==> config.mk <==
export PLATFORM = sky130hd
export DESIGN_NAME = ifu_top
export DESIGN_NICKNAME = d
export VERILOG_FILES = /design/src/design/fetch_pkg.sv /design/src/design/fetch_ctrl.sv /design/src/design/ifu_top.sv /design/src/design/inst_decode.sv /design/src/design/inst_queue.sv /design/src/design/issue_router.sv /design/src/design/pc_gen.sv
export SDC_FILE = /design/constraint.sdc
export NUM_CORES = 1
export LEC_CHECK = 0
export ABC_AREA = 1
export BUFFER_PORTS_ARGS = -buffer_cell sky130_fd_sc_hd__buf_2
export CAP_MARGIN = 10
export CORE_ASPECT_RATIO = 1.5
export CORE_MARGIN = 2
export CORE_UTILIZATION = 35
export DETAILED_ROUTE_END_ITERATION = 16
export SKIP_CTS_REPAIR_TIMING = 1
export SLEW_MARGIN = 20
export SYNTH_ARGS = -nofsm -noshare
export SYNTH_HDL_FRONTEND = slang
export SYNTH_SLANG_ARGS = --single-unit
==> constraint.sdc <==
create_clock -name clk -period 16.7 [get_ports clk]
set_input_delay 2.505 -clock clk [delete_from_list [all_inputs] [get_ports clk]]
set_output_delay 2.505 -clock clk [all_outputs]
set_load 0.01 [all_outputs]
==> src/design/fetch_pkg.sv <==
// ~~~~~~~~~~~~~~~~~~~~~~~~~~~~~~~~~~~~~~~~~~~~~~~~~~~~~~~~~~
// shared widths, opcodes and entry structs of the fetch unit
// imported by every fetch and issue block
// ~~~~~~~~~~~~~~~~~~~~~~~~~~~~~~~~~~~~~~~~~~~~~~~~~~~~~~~~~~
package fetch_pkg;

	localparam int ROB_TAG_W = 3; // 8 rob slots
	localparam int BHT_IDX_W = 4; // 16 history bits

	typedef logic [31:0]          xlen_t;
	typedef logic [4:0]           reg_idx_t;
	typedef logic [ROB_TAG_W-1:0] rob_tag_t;
	typedef logic [BHT_IDX_W-1:0] bht_idx_t;

	// major opcodes, inst[6:0]
	localparam logic [6:0] OPC_LUI    = 7'h37;
	localparam logic [6:0] OPC_AUIPC  = 7'h17;
	localparam logic [6:0] OPC_JAL    = 7'h6f;
	localparam logic [6:0] OPC_JALR   = 7'h67;
	localparam logic [6:0] OPC_BRANCH = 7'h63;
	localparam logic [6:0] OPC_LOAD   = 7'h03;
	localparam logic [6:0] OPC_STORE  = 7'h23;
	localparam logic [6:0] OPC_OP     = 7'h33; // reg-reg alu
	localparam logic [6:0] OPC_OP_IMM = 7'h13; // reg-imm alu

	typedef enum logic [2:0] {
		ic_alu,
		ic_load,
		ic_store,
		ic_branch,
		ic_jal,
		ic_jalr,
		ic_lui_auipc
	} inst_class_e;

	// one queue slot, target/taken filled by prediction
	typedef struct packed {
		xlen_t       pc;
		xlen_t       inst;
		inst_class_e cls;
		reg_idx_t    rd;     // 0 for store and branch
		xlen_t       imm;    // sign extended
		xlen_t       target; // predicted jump pc
		logic        taken;  // prediction bit
	} q_entry_t;

	typedef struct packed {
		q_entry_t entry;
		rob_tag_t tag;
	} issue_entry_t;

endpackage

==> src/design/fetch_ctrl.sv <==
// ~~~~~~~~~~~~~~~~~~~~~~~~~~~~~~~~~~~~~~~~~~~~~~~~~~~~~~~~~~
// four-phase req/ack sequencer for instruction memory
// drops data of a fetch that was cut by a flush
// ~~~~~~~~~~~~~~~~~~~~~~~~~~~~~~~~~~~~~~~~~~~~~~~~~~~~~~~~~~
module fetch_ctrl (
	input  logic clk,
	input  logic rst,
	input  logic flush,
	input  logic mem_ack,
	input  logic queue_full,
	output logic mem_req,
	output logic fetch_done
);

	typedef enum logic [1:0] {
		st_idle,         // req low, ack low seen
		st_wait_ack,     // req high, data wanted
		st_wait_release, // req low, waiting ack low
		st_discard       // req high, data stale after flush
	} state_e;

	state_e state, state_nxt;

	// a flush empties the queue, so full is stale in that cycle
	logic can_start;
	assign can_start = !mem_ack && (!queue_full || flush);

	always_comb begin
		state_nxt = state;
		case (state)
			st_idle: begin
				if (can_start)
					state_nxt = st_wait_ack; // pc updates on this edge too
			end
			st_wait_ack: begin
				if (mem_ack)
					state_nxt = st_wait_release; // accepted or dropped below
				else if (flush)
					state_nxt = st_discard; // keep req up till ack
			end
			st_discard: begin
				if (mem_ack)
					state_nxt = st_wait_release;
			end
			st_wait_release: begin
				if (!mem_ack)
					state_nxt = st_idle;
			end
			default: state_nxt = st_idle;
		endcase
	end

	always_ff @(posedge clk) begin
		if (rst)
			state <= st_idle;
		else
			state <= state_nxt;
	end

	// req follows state only, so it drops on the edge ack is seen
	assign mem_req = (state == st_wait_ack) || (state == st_discard);

	// flush in the ack cycle also kills the word
	assign fetch_done = (state == st_wait_ack) && mem_ack && !flush;

endmodule

==> src/design/ifu_top.sv <==
// ~~~~~~~~~~~~~~~~~~~~~~~~~~~~~~~~~~~~~~~~~~~~~~~~~~~~~~~~~~
// instruction fetch unit top, memory and issue side ports
// ~~~~~~~~~~~~~~~~~~~~~~~~~~~~~~~~~~~~~~~~~~~~~~~~~~~~~~~~~~
module ifu_top import fetch_pkg::*; #(
	parameter int    QUEUE_DEPTH = 8,
	parameter xlen_t RESET_PC    = '0
) (
	input  logic         clk,
	input  logic         rst,
	input  logic         flush,
	input  xlen_t        flush_pc,
	output logic         mem_req,
	output xlen_t        mem_addr,
	input  logic         mem_ack,
	input  xlen_t        mem_data,
	output bht_idx_t     bht_idx,
	input  logic         bht_taken,
	input  logic         rob_full,
	input  logic         slb_full,
	input  logic         rs_full,
	output logic         issue_valid,
	output logic         issue_to_slb,
	output issue_entry_t issue_entry
);

	logic     fetch_done, queue_full, queue_empty, queue_pop;
	xlen_t    pc;
	q_entry_t decoded, predicted, queue_head;

	assign mem_addr = pc; // held stable while req is up

	fetch_ctrl u_ctrl (.clk, .rst, .flush, .mem_ack, .queue_full,
		.mem_req, .fetch_done);

	inst_decode u_dec (.inst(mem_data), .pc, .entry(decoded), .bht_idx);

	pc_gen #(.RESET_PC(RESET_PC)) u_pc (.clk, .rst, .flush, .flush_pc,
		.fetch_done, .fetched(decoded), .bht_taken, .pc, .predicted);

	inst_queue #(.QUEUE_DEPTH(QUEUE_DEPTH)) u_q (.clk, .rst, .flush,
		.push(fetch_done), .push_entry(predicted), .pop(queue_pop),
		.head(queue_head), .empty(queue_empty), .full(queue_full));

	issue_router u_iss (.clk, .rst, .flush, .empty(queue_empty),
		.head(queue_head), .rob_full, .slb_full, .rs_full, .pop(queue_pop),
		.issue_valid, .issue_to_slb, .issue_entry);

endmodule

==> src/design/inst_decode.sv <==
// ~~~~~~~~~~~~~~~~~~~~~~~~~~~~~~~~~~~~~~~~~~~~~~~~~~~~~~~~~~
// combinational classify, rd and immediate of a fetched word
// ~~~~~~~~~~~~~~~~~~~~~~~~~~~~~~~~~~~~~~~~~~~~~~~~~~~~~~~~~~
module inst_decode import fetch_pkg::*; (
	input  xlen_t    inst,
	input  xlen_t    pc,
	output q_entry_t entry,
	output bht_idx_t bht_idx
);

	logic [6:0] opcode;
	assign opcode = inst[6:0];

	// low word bits, byte offset skipped
	assign bht_idx = inst[BHT_IDX_W+1:2];

	always_comb begin
		entry        = '0;
		entry.pc     = pc;
		entry.inst   = inst;
		entry.rd     = inst[11:7];
		entry.cls    = ic_alu;
		entry.imm    = {{20{inst[31]}}, inst[31:20]}; // I type
		case (opcode)
			OPC_LOAD: entry.cls = ic_load;
			OPC_STORE: begin
				entry.cls = ic_store;
				entry.rd  = '0;
				entry.imm = {{20{inst[31]}}, inst[31:25], inst[11:7]};
			end
			OPC_BRANCH: begin
				entry.cls = ic_branch;
				entry.rd  = '0;
				entry.imm = {{19{inst[31]}}, inst[31], inst[7],
					inst[30:25], inst[11:8], 1'b0};
			end
			OPC_JAL: begin
				entry.cls = ic_jal;
				entry.imm = {{11{inst[31]}}, inst[31], inst[19:12],
					inst[20], inst[30:21], 1'b0};
			end
			OPC_JALR: entry.cls = ic_jalr;
			OPC_LUI, OPC_AUIPC: begin
				entry.cls = ic_lui_auipc;
				entry.imm = {inst[31:12], 12'b0}; // U type
			end
			OPC_OP, OPC_OP_IMM: entry.cls = ic_alu;
			default: entry.cls = ic_alu; // unknown goes to rs
		endcase
	end

endmodule

==> src/design/inst_queue.sv <==
// ~~~~~~~~~~~~~~~~~~~~~~~~~~~~~~~~~~~~~~~~~~~~~~~~~~~~~~~~~~
// circular fetch queue, push from fetch, pop on issue
// ~~~~~~~~~~~~~~~~~~~~~~~~~~~~~~~~~~~~~~~~~~~~~~~~~~~~~~~~~~
module inst_queue import fetch_pkg::*; #(
	parameter int QUEUE_DEPTH = 8
) (
	input  logic     clk,
	input  logic     rst,
	input  logic     flush,
	input  logic     push,
	input  q_entry_t push_entry,
	input  logic     pop,
	output q_entry_t head,
	output logic     empty,
	output logic     full
);

	localparam int PTR_W = (QUEUE_DEPTH > 1) ? $clog2(QUEUE_DEPTH) : 1;

	q_entry_t mem [QUEUE_DEPTH];

	logic [PTR_W-1:0] head_ptr, tail_ptr;
	logic [PTR_W:0]   count; // one extra bit for full

	logic do_push, do_pop;

	assign empty   = (count == '0);
	assign full    = (count == (PTR_W+1)'(QUEUE_DEPTH));
	assign do_push = push && !full;
	assign do_pop  = pop && !empty;
	assign head    = mem[head_ptr];

	// wrap works for any depth
	function automatic logic [PTR_W-1:0] ptr_inc(input logic [PTR_W-1:0] p);
		ptr_inc = (p == (PTR_W)'(QUEUE_DEPTH - 1)) ? '0 : p + 1'b1;
	endfunction

	always_ff @(posedge clk) begin
		if (rst || flush) begin
			head_ptr <= '0;
			tail_ptr <= '0;
			count    <= '0;
		end else begin
			if (do_push)
				tail_ptr <= ptr_inc(tail_ptr);
			if (do_pop)
				head_ptr <= ptr_inc(head_ptr);
			if (do_push && !do_pop)
				count <= count + 1'b1;
			else if (do_pop && !do_push)
				count <= count - 1'b1;
		end
	end

	always_ff @(posedge clk) begin
		if (do_push)
			mem[tail_ptr] <= push_entry; // payload only
	end

endmodule

==> src/design/issue_router.sv <==
// ~~~~~~~~~~~~~~~~~~~~~~~~~~~~~~~~~~~~~~~~~~~~~~~~~~~~~~~~~~
// issues queue head to slb or rs, tags it with a rob slot
// ~~~~~~~~~~~~~~~~~~~~~~~~~~~~~~~~~~~~~~~~~~~~~~~~~~~~~~~~~~
module issue_router import fetch_pkg::*; (
	input  logic         clk,
	input  logic         rst,
	input  logic         flush,
	input  logic         empty,
	input  q_entry_t     head,
	input  logic         rob_full,
	input  logic         slb_full,
	input  logic         rs_full,
	output logic         pop,
	output logic         issue_valid,
	output logic         issue_to_slb,
	output issue_entry_t issue_entry
);

	rob_tag_t tag_cnt; // next rob slot, local copy of rob tail
	logic     target_full;

	// memory ops go to slb, everything else to rs
	assign issue_to_slb = (head.cls == ic_load) || (head.cls == ic_store);
	assign target_full  = issue_to_slb ? slb_full : rs_full;

	// same cycle as head, no staging reg
	assign issue_valid = !empty && !rob_full && !target_full;
	assign pop         = issue_valid; // head stays on stall

	assign issue_entry.entry = head;
	assign issue_entry.tag   = tag_cnt;

	always_ff @(posedge clk) begin
		if (rst || flush)
			tag_cnt <= '0; // rob restarts empty
		else if (issue_valid)
			tag_cnt <= tag_cnt + 1'b1; // wraps mod 2^ROB_TAG_W
	end

endmodule

==> src/design/pc_gen.sv <==
// ~~~~~~~~~~~~~~~~~~~~~~~~~~~~~~~~~~~~~~~~~~~~~~~~~~~~~~~~~~
// fetch pc register and static/bht next-pc prediction
// ~~~~~~~~~~~~~~~~~~~~~~~~~~~~~~~~~~~~~~~~~~~~~~~~~~~~~~~~~~
module pc_gen import fetch_pkg::*; #(
	parameter xlen_t RESET_PC = '0
) (
	input  logic     clk,
	input  logic     rst,
	input  logic     flush,
	input  xlen_t    flush_pc,
	input  logic     fetch_done,
	input  q_entry_t fetched,   // decoded word from memory
	input  logic     bht_taken, // same cycle as ack
	output xlen_t    pc,
	output q_entry_t predicted
);

	xlen_t pc_plus4;
	xlen_t pc_next;

	assign pc_plus4 = pc + 32'd4;

	always_comb begin
		predicted        = fetched;
		predicted.target = pc_plus4; // fall through
		predicted.taken  = 1'b0;
		case (fetched.cls)
			ic_jal: begin
				predicted.target = pc + fetched.imm; // always taken
				predicted.taken  = 1'b1;
			end
			ic_branch: begin
				predicted.target = pc + fetched.imm;
				predicted.taken  = bht_taken; // history bit decides
			end
			default: ; // jalr predicted not taken
		endcase
	end

	assign pc_next = predicted.taken ? predicted.target : pc_plus4;

	always_ff @(posedge clk) begin
		if (rst)
			pc <= RESET_PC;
		else if (flush)
			pc <= flush_pc; // redirect wins over a fetch
		else if (fetch_done)
			pc <= pc_next;
	end

endmodule

Word-level counts from Yosys, hierarchy flattened
Memories as Yosys holds them, arrays and structs flattened. A register that Yosys moved wholly into a read port is not among the register bits.
Cells that the tools add are included.
{ "word_totals": {"reg_bits": 47, "latchBits": 0, "mem_bits_rw": 1096, "rom_bits": 0, "in_bits": 72, "out_inout_bits": 179, "memories": 1} }
{ "op_classes": {"n_addsub": 7, "multipliers": 0, "n_div": 0, "n_lt_le_gt_ge": 0, "n_eq_ne": 21, "shift": 0, "mux": 22, "bitwise_logic": 0, "reduce_logical": 28} }
{ "memory_table": {"columns": ["name", "words", "width", "rd", "rd_ports_with_merged_regs", "wr", "line", "source"], "rows": [
  ["u_q.mem", 8, 137, 1, 1, 1, "inst_queue.sv:20", "q_entry_t mem [QUEUE_DEPTH];"]
]} }
{ "ops": {"columns": ["op", "n"], "rows": [
  ["$pmux 31 s4", 1],
  ["$mux 32", 3],
  ["$pmux 33 s2", 1],
  ["$add 32x3->32 const B", 1],
  ["$add 32x32->32", 1],
  ["$eq 7x7->1 const B", 3],
  ["$pmux 3 s6", 1],
  ["$eq 7x6->1 const B", 2],
  ["$mux 3", 4],
  ["$mux 2", 5],
  ["$add 3x1->3 const B", 3],
  ["$eq 3x3->1 const B", 3],
  ["$logic_and 1x1->1", 9],
  ["$logic_not 1->1", 8],
  ["$mux 4", 2],
  ["$pmux 2 s4", 1],
  ["$eq 7x2->1 const B", 1],
  ["$eq 7x5->1 const B", 1],
  ["$eq 3x2->1 const B", 2],
  ["$mux 5", 1],
  ["$add 4x1->4 const B", 1],
  ["$eq 2x2->1 const B", 2],
  ["$eq 4x4->1 const B", 1],
  ["$logic_not 4->1", 1],
  ["12 further kinds", 20]
]} }

Depth between registers and ports, before layout
Gate-level depths: netlist of the first run.
{ "depth": {"depth_word": 9, "depth_mapped": 28, "ltp_nobuf": 27} }

Cells and area by module
Synthesis of the first run repeated with hierarchy kept, for this count alone.
{ "unflattened": {"cells_unflattened": 5195, "hier_area_um2": 53178.5} }
{ "modules_own_cells": {"columns": ["mod", "n_inst", "cells_each", "area_per_inst_um2", "seq_area_each_um2"], "rows": [
  ["inst_queue", 1, 3741, 44544.0, 33171.8],
  ["pc_gen", 1, 1013, 5763.0, 640.6],
  ["inst_decode", 1, 248, 1480.2, 0.0],
  ["issue_router", 1, 170, 1258.7, 60.1],
  ["fetch_ctrl", 1, 23, 132.6, 40.0]
]} }

Worst setup path after synthesis of the first run
No wires, ideal clock.
{ "synth_path": {"path_type": "input to register", "from": "input port mem_ack", "to": "memory u_q.mem[5][0] in the netlist's numbering (enable)", "setup_ns": 0.798, "arrival_time_ns": 12.489, "required_time_ns": 15.902, "slack_ns": 3.413, "cell_stages": 8, "path_buffers": 0, "cell_sequence": "nand2_1 nor2_1 inv_1 nor3_1 inv_1 nor2_1 inv_1 nor3_1"} }
{ "synth_between": {"elab_chain_len": 5} }
{ "synth_lines": {"columns": ["element", "line", "source"], "rows": [
  ["start, declared", "ifu_top.sv:14", "input logic mem_ack,"],
  ["$logic_and 1x1->1 (2 in a row)", "fetch_ctrl.sv:64", "assign fetch_done = (state == st_wait_ack) && mem_ack && !flush;"],
  ["$logic_and 1x1->1", "inst_queue.sv:29", "assign do_push = push && !full;"],
  ["net u_q.do_push", "inst_queue.sv:25", "logic do_push, do_pop;"],
  ["$mux 1", "inst_queue.sv:56", "if (do_push)"],
  ["$mux 1 (not written as such)", "inst_queue.sv:57", "mem[tail_ptr] <= push_entry;"],
  ["end, declared", "inst_queue.sv:20", null]
]} }
The timed path passes the listed nets, and every way through them passes these cells.

==> results of run 1 <==
## power groups by stage
stage / registers [W] / clock network [W] / logic (W)
final: 0.00319 / 0.00247 / 0.000412
after global routing: 0.00319 / 0.00262 / 0.000448
after CTS: 0.00319 / 0.00252 / 0.000413
after detailed placement: 0.00325 / 0 / 0.000411
after global placement: 0.00325 / 0 / 0.000408
after floorplan: 0.00325 / 0 / 0.000228
## cell usage after synthesis (3+ instances only)
master       n  share of area (%)
edfxtp_1  1088                 68
nor2_1    1055                8.2
o21ai_0    564                5.9
nand2_1    369                2.9
clkbuf_1   169                1.3
a31oi_1    139                1.8
inv_1      138                1.1
o22ai_1    135                1.8
a21oi_1    101                1.0
nand3_1     80               0.83
dfxtp_1     50                2.1
buf_2       45               0.47
ha_1        43                1.1
buf_4       42               0.65
o21ai_1     31               0.32
xor2_1      24               0.44
nor3_1      21               0.22
nand4_1     16               0.21
buf_1       15               0.12
inv_2       14               0.11
xnor2_1     13               0.24
nand3b_1    12               0.19
o211ai_1     8               0.12
o21bai_1     8               0.12
nand2_2      7              0.091
and2_1       6              0.078
nor2_2       5              0.065
buf_6        4              0.093
nor3_2       4              0.083
a211oi_1     3              0.047
nor2_4       3              0.070
nor4_1       3              0.039
o21ai_2      3              0.054
## layout by cell type (no fill, tap or decap), types with 31 or more instances in the layout
| cell | count |
|---|---|
| edfxtp_1 | 1088 |
| nor2_1 | 1047 |
| o21ai_0 | 564 |
| nand2_1 | 369 |
| buf_2 | 250 |
| a31oi_1 | 139 |
| inv_1 | 138 |
| o22ai_1 | 134 |
| clkbuf_16 | 111 |
| a21oi_1 | 101 |
| nand3_1 | 80 |
| buf_4 | 51 |
| dfxtp_1 | 48 |
| ha_1 | 43 |
| o21ai_1 | 31 |
## cell type report
| class | instances | area [sq um] |
|---|---|---|
| timing repair buffer | 308 | 1770 |
| tap | 1764 | 2210 |
| sequential | 1138 | 33700 |
| inverter | 153 | 597 |
| antenna | 4 | 10.0 |
| fill | 13000 | 82000 |
| clock buffer | 142 | 2980 |
| multi-input combinational | 2677 | 12800 |
| clock inverter | 64 | 602 |
## path summary, 6_finish.rpt
path                                                    start  cells after the start                            end  slack (ns)
worst max-delay path                                     flop                      8                issue_entry[65]        9.37
worst min-delay path            u_iss.tag_cnt[2]$_SDFFE_PP0P_                      2  u_iss.tag_cnt[2]$_SDFFE_PP0P_        0.49
worst max register to register                           flop                     21      u_q.count[3]$_SDFFE_PP0P_       11.82
worst min register to register  u_iss.tag_cnt[2]$_SDFFE_PP0P_                      2  u_iss.tag_cnt[2]$_SDFFE_PP0P_        0.49
## layer usage
metal / global-route usage (%) / part of all wire (%)
met1: 25.3 / 39
met4: 9.43 / 4.5
met5: 0 / 0.0088
met3: 2.98 / 6.4
met2: 35.1 / 50
## worst reg2reg max path, cell delays in order, from the launching register on
cell and delay, ns:
dfxtp_4 0.45, inv_8 0.60, buf_12 0.52, o21ai_1 0.46, o21ai_1 0.13, nand2_1 0.09, o21ai_2 0.13, nand2_1 0.08
nand2_1 0.08, nand2_1 0.24, nand2_2 0.16, nand3_2 0.25, ha_1 0.34, inv_1 0.11, ha_1 0.28, and3_1 0.19
a211oi_1 0.24, nor2_1 0.07, nor2_1 0.09, nand2_1 0.07, o21ai_0 0.14, a21oi_1 0.05
## cells by family (layout without fill, tap and decap cells)
logic type,count (synthesis),count (layout),share of synthesized area [%]
mux,2,2,0.0415
flops,1138,1138,69.8
xor+xnor,37,37,0.672
fa+ha+maj,45,45,1.20
compound gates,1003,1003,11.3
other cells,0,4,0
buf+inv,428,667,3.84
simple gates,1590,1590,13.1
## flip-flops by register name, summed over array words and instances, names as in the netlist, named ones only
name	cells
u_q.count	4
u_q.tail_ptr	3
u_pc.pc	32
u_q.mem	1088
u_iss.tag_cnt	3
u_q.head_ptr	3
u_ctrl.state	2
## per-stage QoR
step	util, %	hold slack (ns)	std cells	instance area (sq um)
floorplan	-	0.460	4243	48200
global placement	37.3	0.481	6040	51000
detailed placement	37.3	0.484	6040	51000
CTS	40.0	0.494	6246	54600
global route	40.0	0.516	6246	54600
finish	40.0	0.488	6250	54600
==> results.cfg, run 1 <==
[cts]
cts.htree.levels = 3
cts.sinks = 1138
clkTransAtPathRegs_ns = 0.06
clockBufferDepth = 3
worstSkewPairLatency_ns = 0.74
cts_tree = built
root_buffer = clkbuf_16
numCtsBuffers = 110

[sta]
setup_ws_ns = 9.37
slew_headroom_pct = 25.6
setup_violations = 0
post-route-min-period_ns = 7.33
fmax_mhz = 136
finalCritPeriodShare_pct = 43.9
skew_ns = 0.0370
rsz0062_at_grt = no
worstMarginPinSlew_ns = 1.11
hold_violations = 0
final_max_slew_viol_count = 0
timing.setup.tns_ns = 0

[placed_design]
dp_slack_ns = 9.26
io_buffer_count = 250
dp_hpwl_microns = 88100
place_congestion = 0.880

[logic_synthesis]
ys_seq_area_share_pct = 69.8
synth_edf_count = 1088
syn_nets = 4360
synth_cell_types = 52
synthFlopType = edfxtp_1
netlist_area_sq_um = 48200
ys_ff_latch = 1138
synthArstFlopShare_pct = 0
syn_area_per_cell_sq_um = 11.4
synth_warnings = 0
syn_inst = 4243

[pwr]
power_w = 0.00607
p_leak_nw = 19.2
swShare_pct = 23.2
power_frac_clock_pct = 40.7
p_seq_share_pct = 52.5
power_switching_w = 0.00141
pwr-share-comb_pct = 6.8
ir_worst_vdd_uv = 77.4
p_int_w = 0.00466
powerDensity_nw_per_um2 = 111

[floorplan]
initial_core_util_pct = 35.3
core_sq_um = 137000
die_width_microns = 307
die_h_microns = 459
io_pins = 251
die-area_sq_um = 141000
row_count = 166

[grt]
overflow = 0
grt_pass1_vias = 31900
grt_pass1_wl_microns = 212000
antenna_found_initial = 5
track_usage_pct = 20.4
grt_max_degree = 192

[critical_path]
crit_buf_inv = 4
path_class = flop to primary output
crit_arrival_ns = 4.82
crit_required_ns = 14.20
crit_top_cell = buf_4
worstPathCellList = buf_4 > buf_4 > buf_4 > o21ai_0 > o22ai_1 > nor2_1 > a31oi_1 > buf_2
cp-start-kind = flop
critPathMaxFanout = 87
cp_slowest_cell = buf_4
end_kind = primary output
path_delay_family = buffers and inverters
slowest_delay_ns = 0.85

[route]
vias = 33300
drt_first_iter_violations = 2975
drc = 0
viasPerCell = 5.33
dr.pass1.iters = 6
wl_per_cell_microns = 23.5
routed_wirelength_microns = 147000
ant_nets = 0

[hold_path]
hold_path.class = flop to flop

[layout]
fin_nets = 4505
area_delta_synth_final_pct = 13.3
drive_above_1_share_pct = 11.7

[outcome]
status = complete, no violations

[flow_run]
max_cap_violations = 0
(Power assumes the default switching activity.)
==> run 2, diff against run 1 <==
clock period = 7.5 ns   (was 16.7 ns; I/O delays follow)
==> results.cfg, run 2 (synthesis gave the netlist of run 1 again) <==
[flow_run]
max_cap_violations = 0

[hold_path]
hold_path.class = flop to flop
hold-path-endpoint = u_iss.tag_cnt[2]$_SDFFE_PP0P_
whs_path_depth = 2
min_from = u_iss.tag_cnt[2]$_SDFFE_PP0P_

[grt]
grt_pass1_wl_microns = 209000
antenna_found_initial = 6
track_usage_pct = 20.0
overflow = 0
grt_max_degree = 214
grt_pass1_vias = 31600

[layout]
area_delta_synth_final_pct = 13.4
design_area_sq_um = 54700
reg_top3 = u_q.mem (1088), u_pc.pc (32), u_q.count (4)
drive_above_1_share_pct = 11.6
final_cells = 6243
num-fill-cells = 12900
final_common_cell = edfxtp_1
layout_common_cells = edfxtp_1 (1,088), nor2_1 (1,048), o21ai_0 (563)
fin_nets = 4502
largest_reg_flops = 1088
fin_util_pct = 40.0
top_register = u_q.mem

[sta]
hold_violations = 0
final_max_slew_viol_count = 0
post-route-min-period_ns = 5.65
skew_ns = 0.0365
setup_violations = 0
fmax_mhz = 177
worstMarginPinSlew_ns = 1.25
finalCritPeriodShare_pct = 75.3
setup_ws_ns = 1.85
rsz0062_at_grt = no
slew_headroom_pct = 16.5
timing.setup.tns_ns = 0

[cts]
clkTransAtPathRegs_ns = 0.06
cts_tree = built
root_buffer = clkbuf_16
clockBufferDepth = 3
worstSkewPairLatency_ns = 0.73
cts.htree.levels = 3
numCtsBuffers = 110
cts.sinks = 1138

[placed_design]
place_congestion = 0.908
dp_hpwl_microns = 85800
dp_cells = 6037
postPlaceCellArea_sq_um = 51000
io_buffer_count = 250
dp_slack_ns = 1.52

[floorplan]
io_pins = 251
die-area_sq_um = 141000
core_sq_um = 137000
die_h_microns = 459
row_count = 166
initial_core_util_pct = 35.3
die_width_microns = 307

[pwr]
p_leak_nw = 19.3
ir_worst_vdd_uv = 177
powerDensity_nw_per_um2 = 250

[critical_path]
critPathMaxFanout = 85
path_class = flop to primary output
rrSetupSlack_ns = 2.95
cp-start-kind = flop
rr_endpoint = u_q.count[3]$_SDFFE_PP0P_
end_kind = primary output
crit_arrival_ns = 4.52
crit_required_ns = 6.38
r2r_cells = 22

[route]
ant_nets = 0
wl_per_cell_microns = 23.1
drt_first_iter_violations = 2962
drc = 0
dr.pass1.iters = 6
vias = 32900
viasPerCell = 5.28
routed_wirelength_microns = 144000

[outcome]
status = complete, no violations
-- run 2: metal layers --
| layer | part of all wire [%] | global-route usage, % | vias up |
|---|---|---|---|
| met3 | 5.5 | 2.68 | 208 |
| li1 | - | - | 15400 |
| met5 | 0 | 0 | - |
| met1 | 41 | 25.2 | 16400 |
| met4 | 4.6 | 9.46 | 0 |
| met2 | 49 | 34.2 | 971 |
-- run 2: cell type report --
type,instances,area [sq um],share of cell area [%]
Sequential cell,1138,33700,61.6
Clock buffer,132,2900,5.30
Clock inverter,71,752,1.37
Timing Repair Buffer,305,1780,3.25
Multi-Input combinational cell,2677,12800,23.4
Antenna cell,3,7.51,0.0137
Tap cell,1764,2210,4.04
Inverter,153,597,1.09
-- run 2: worst max-delay path by stage --
| stage | startpoint | endpoint | slack (ns) | cells past startpoint |
|---|---|---|---|---|
| after floorplan | mem_ack | u_q.mem[1][0]$_DFFE_PP_ | -0.73 | 8 |
| final | flop | issue_entry[37] | 1.85 | 7 |
| after detailed placement | mem_data[0] | u_q.mem[5][31]$_DFFE_PP_ | 1.52 | 19 |
| after global placement | mem_data[0] | u_q.mem[6][31]$_DFFE_PP_ | 1.59 | 22 |
| after CTS | flop | issue_entry[37] | 1.77 | 7 |
| after global routing | flop | issue_entry[37] | 1.68 | 7 |
-- run 2: metrics by stage --
stage | power (W) | hold WS (ns)
finish | 0.0137 | 0.492
floorplan | 0.00773 | 0.460
global placement | 0.00813 | 0.480
detailed placement | 0.00814 | 0.484
global route | 0.0141 | 0.522
CTS | 0.0138 | 0.492
-- run 2: where the power goes --
group	total (W)	leakage, nW	switching (W)	internal [W]
logic	0.000887	7.18	0.000647	0.000241
clock network	0.00565	1.79	0.00238	0.00326
registers	0.00712	10.3	0.0000721	0.00704
total	0.0137	19.3	0.00310	0.0105
-- run 2: worst max-delay path, cell delays in order, from the launching register on --
cell and delay, ns:
dfxtp_4 0.65, buf_4 0.66, buf_4 0.84, o21ai_0 0.21
o22ai_1 0.21, nor2_1 0.06, a31oi_1 0.83, buf_2 0.29
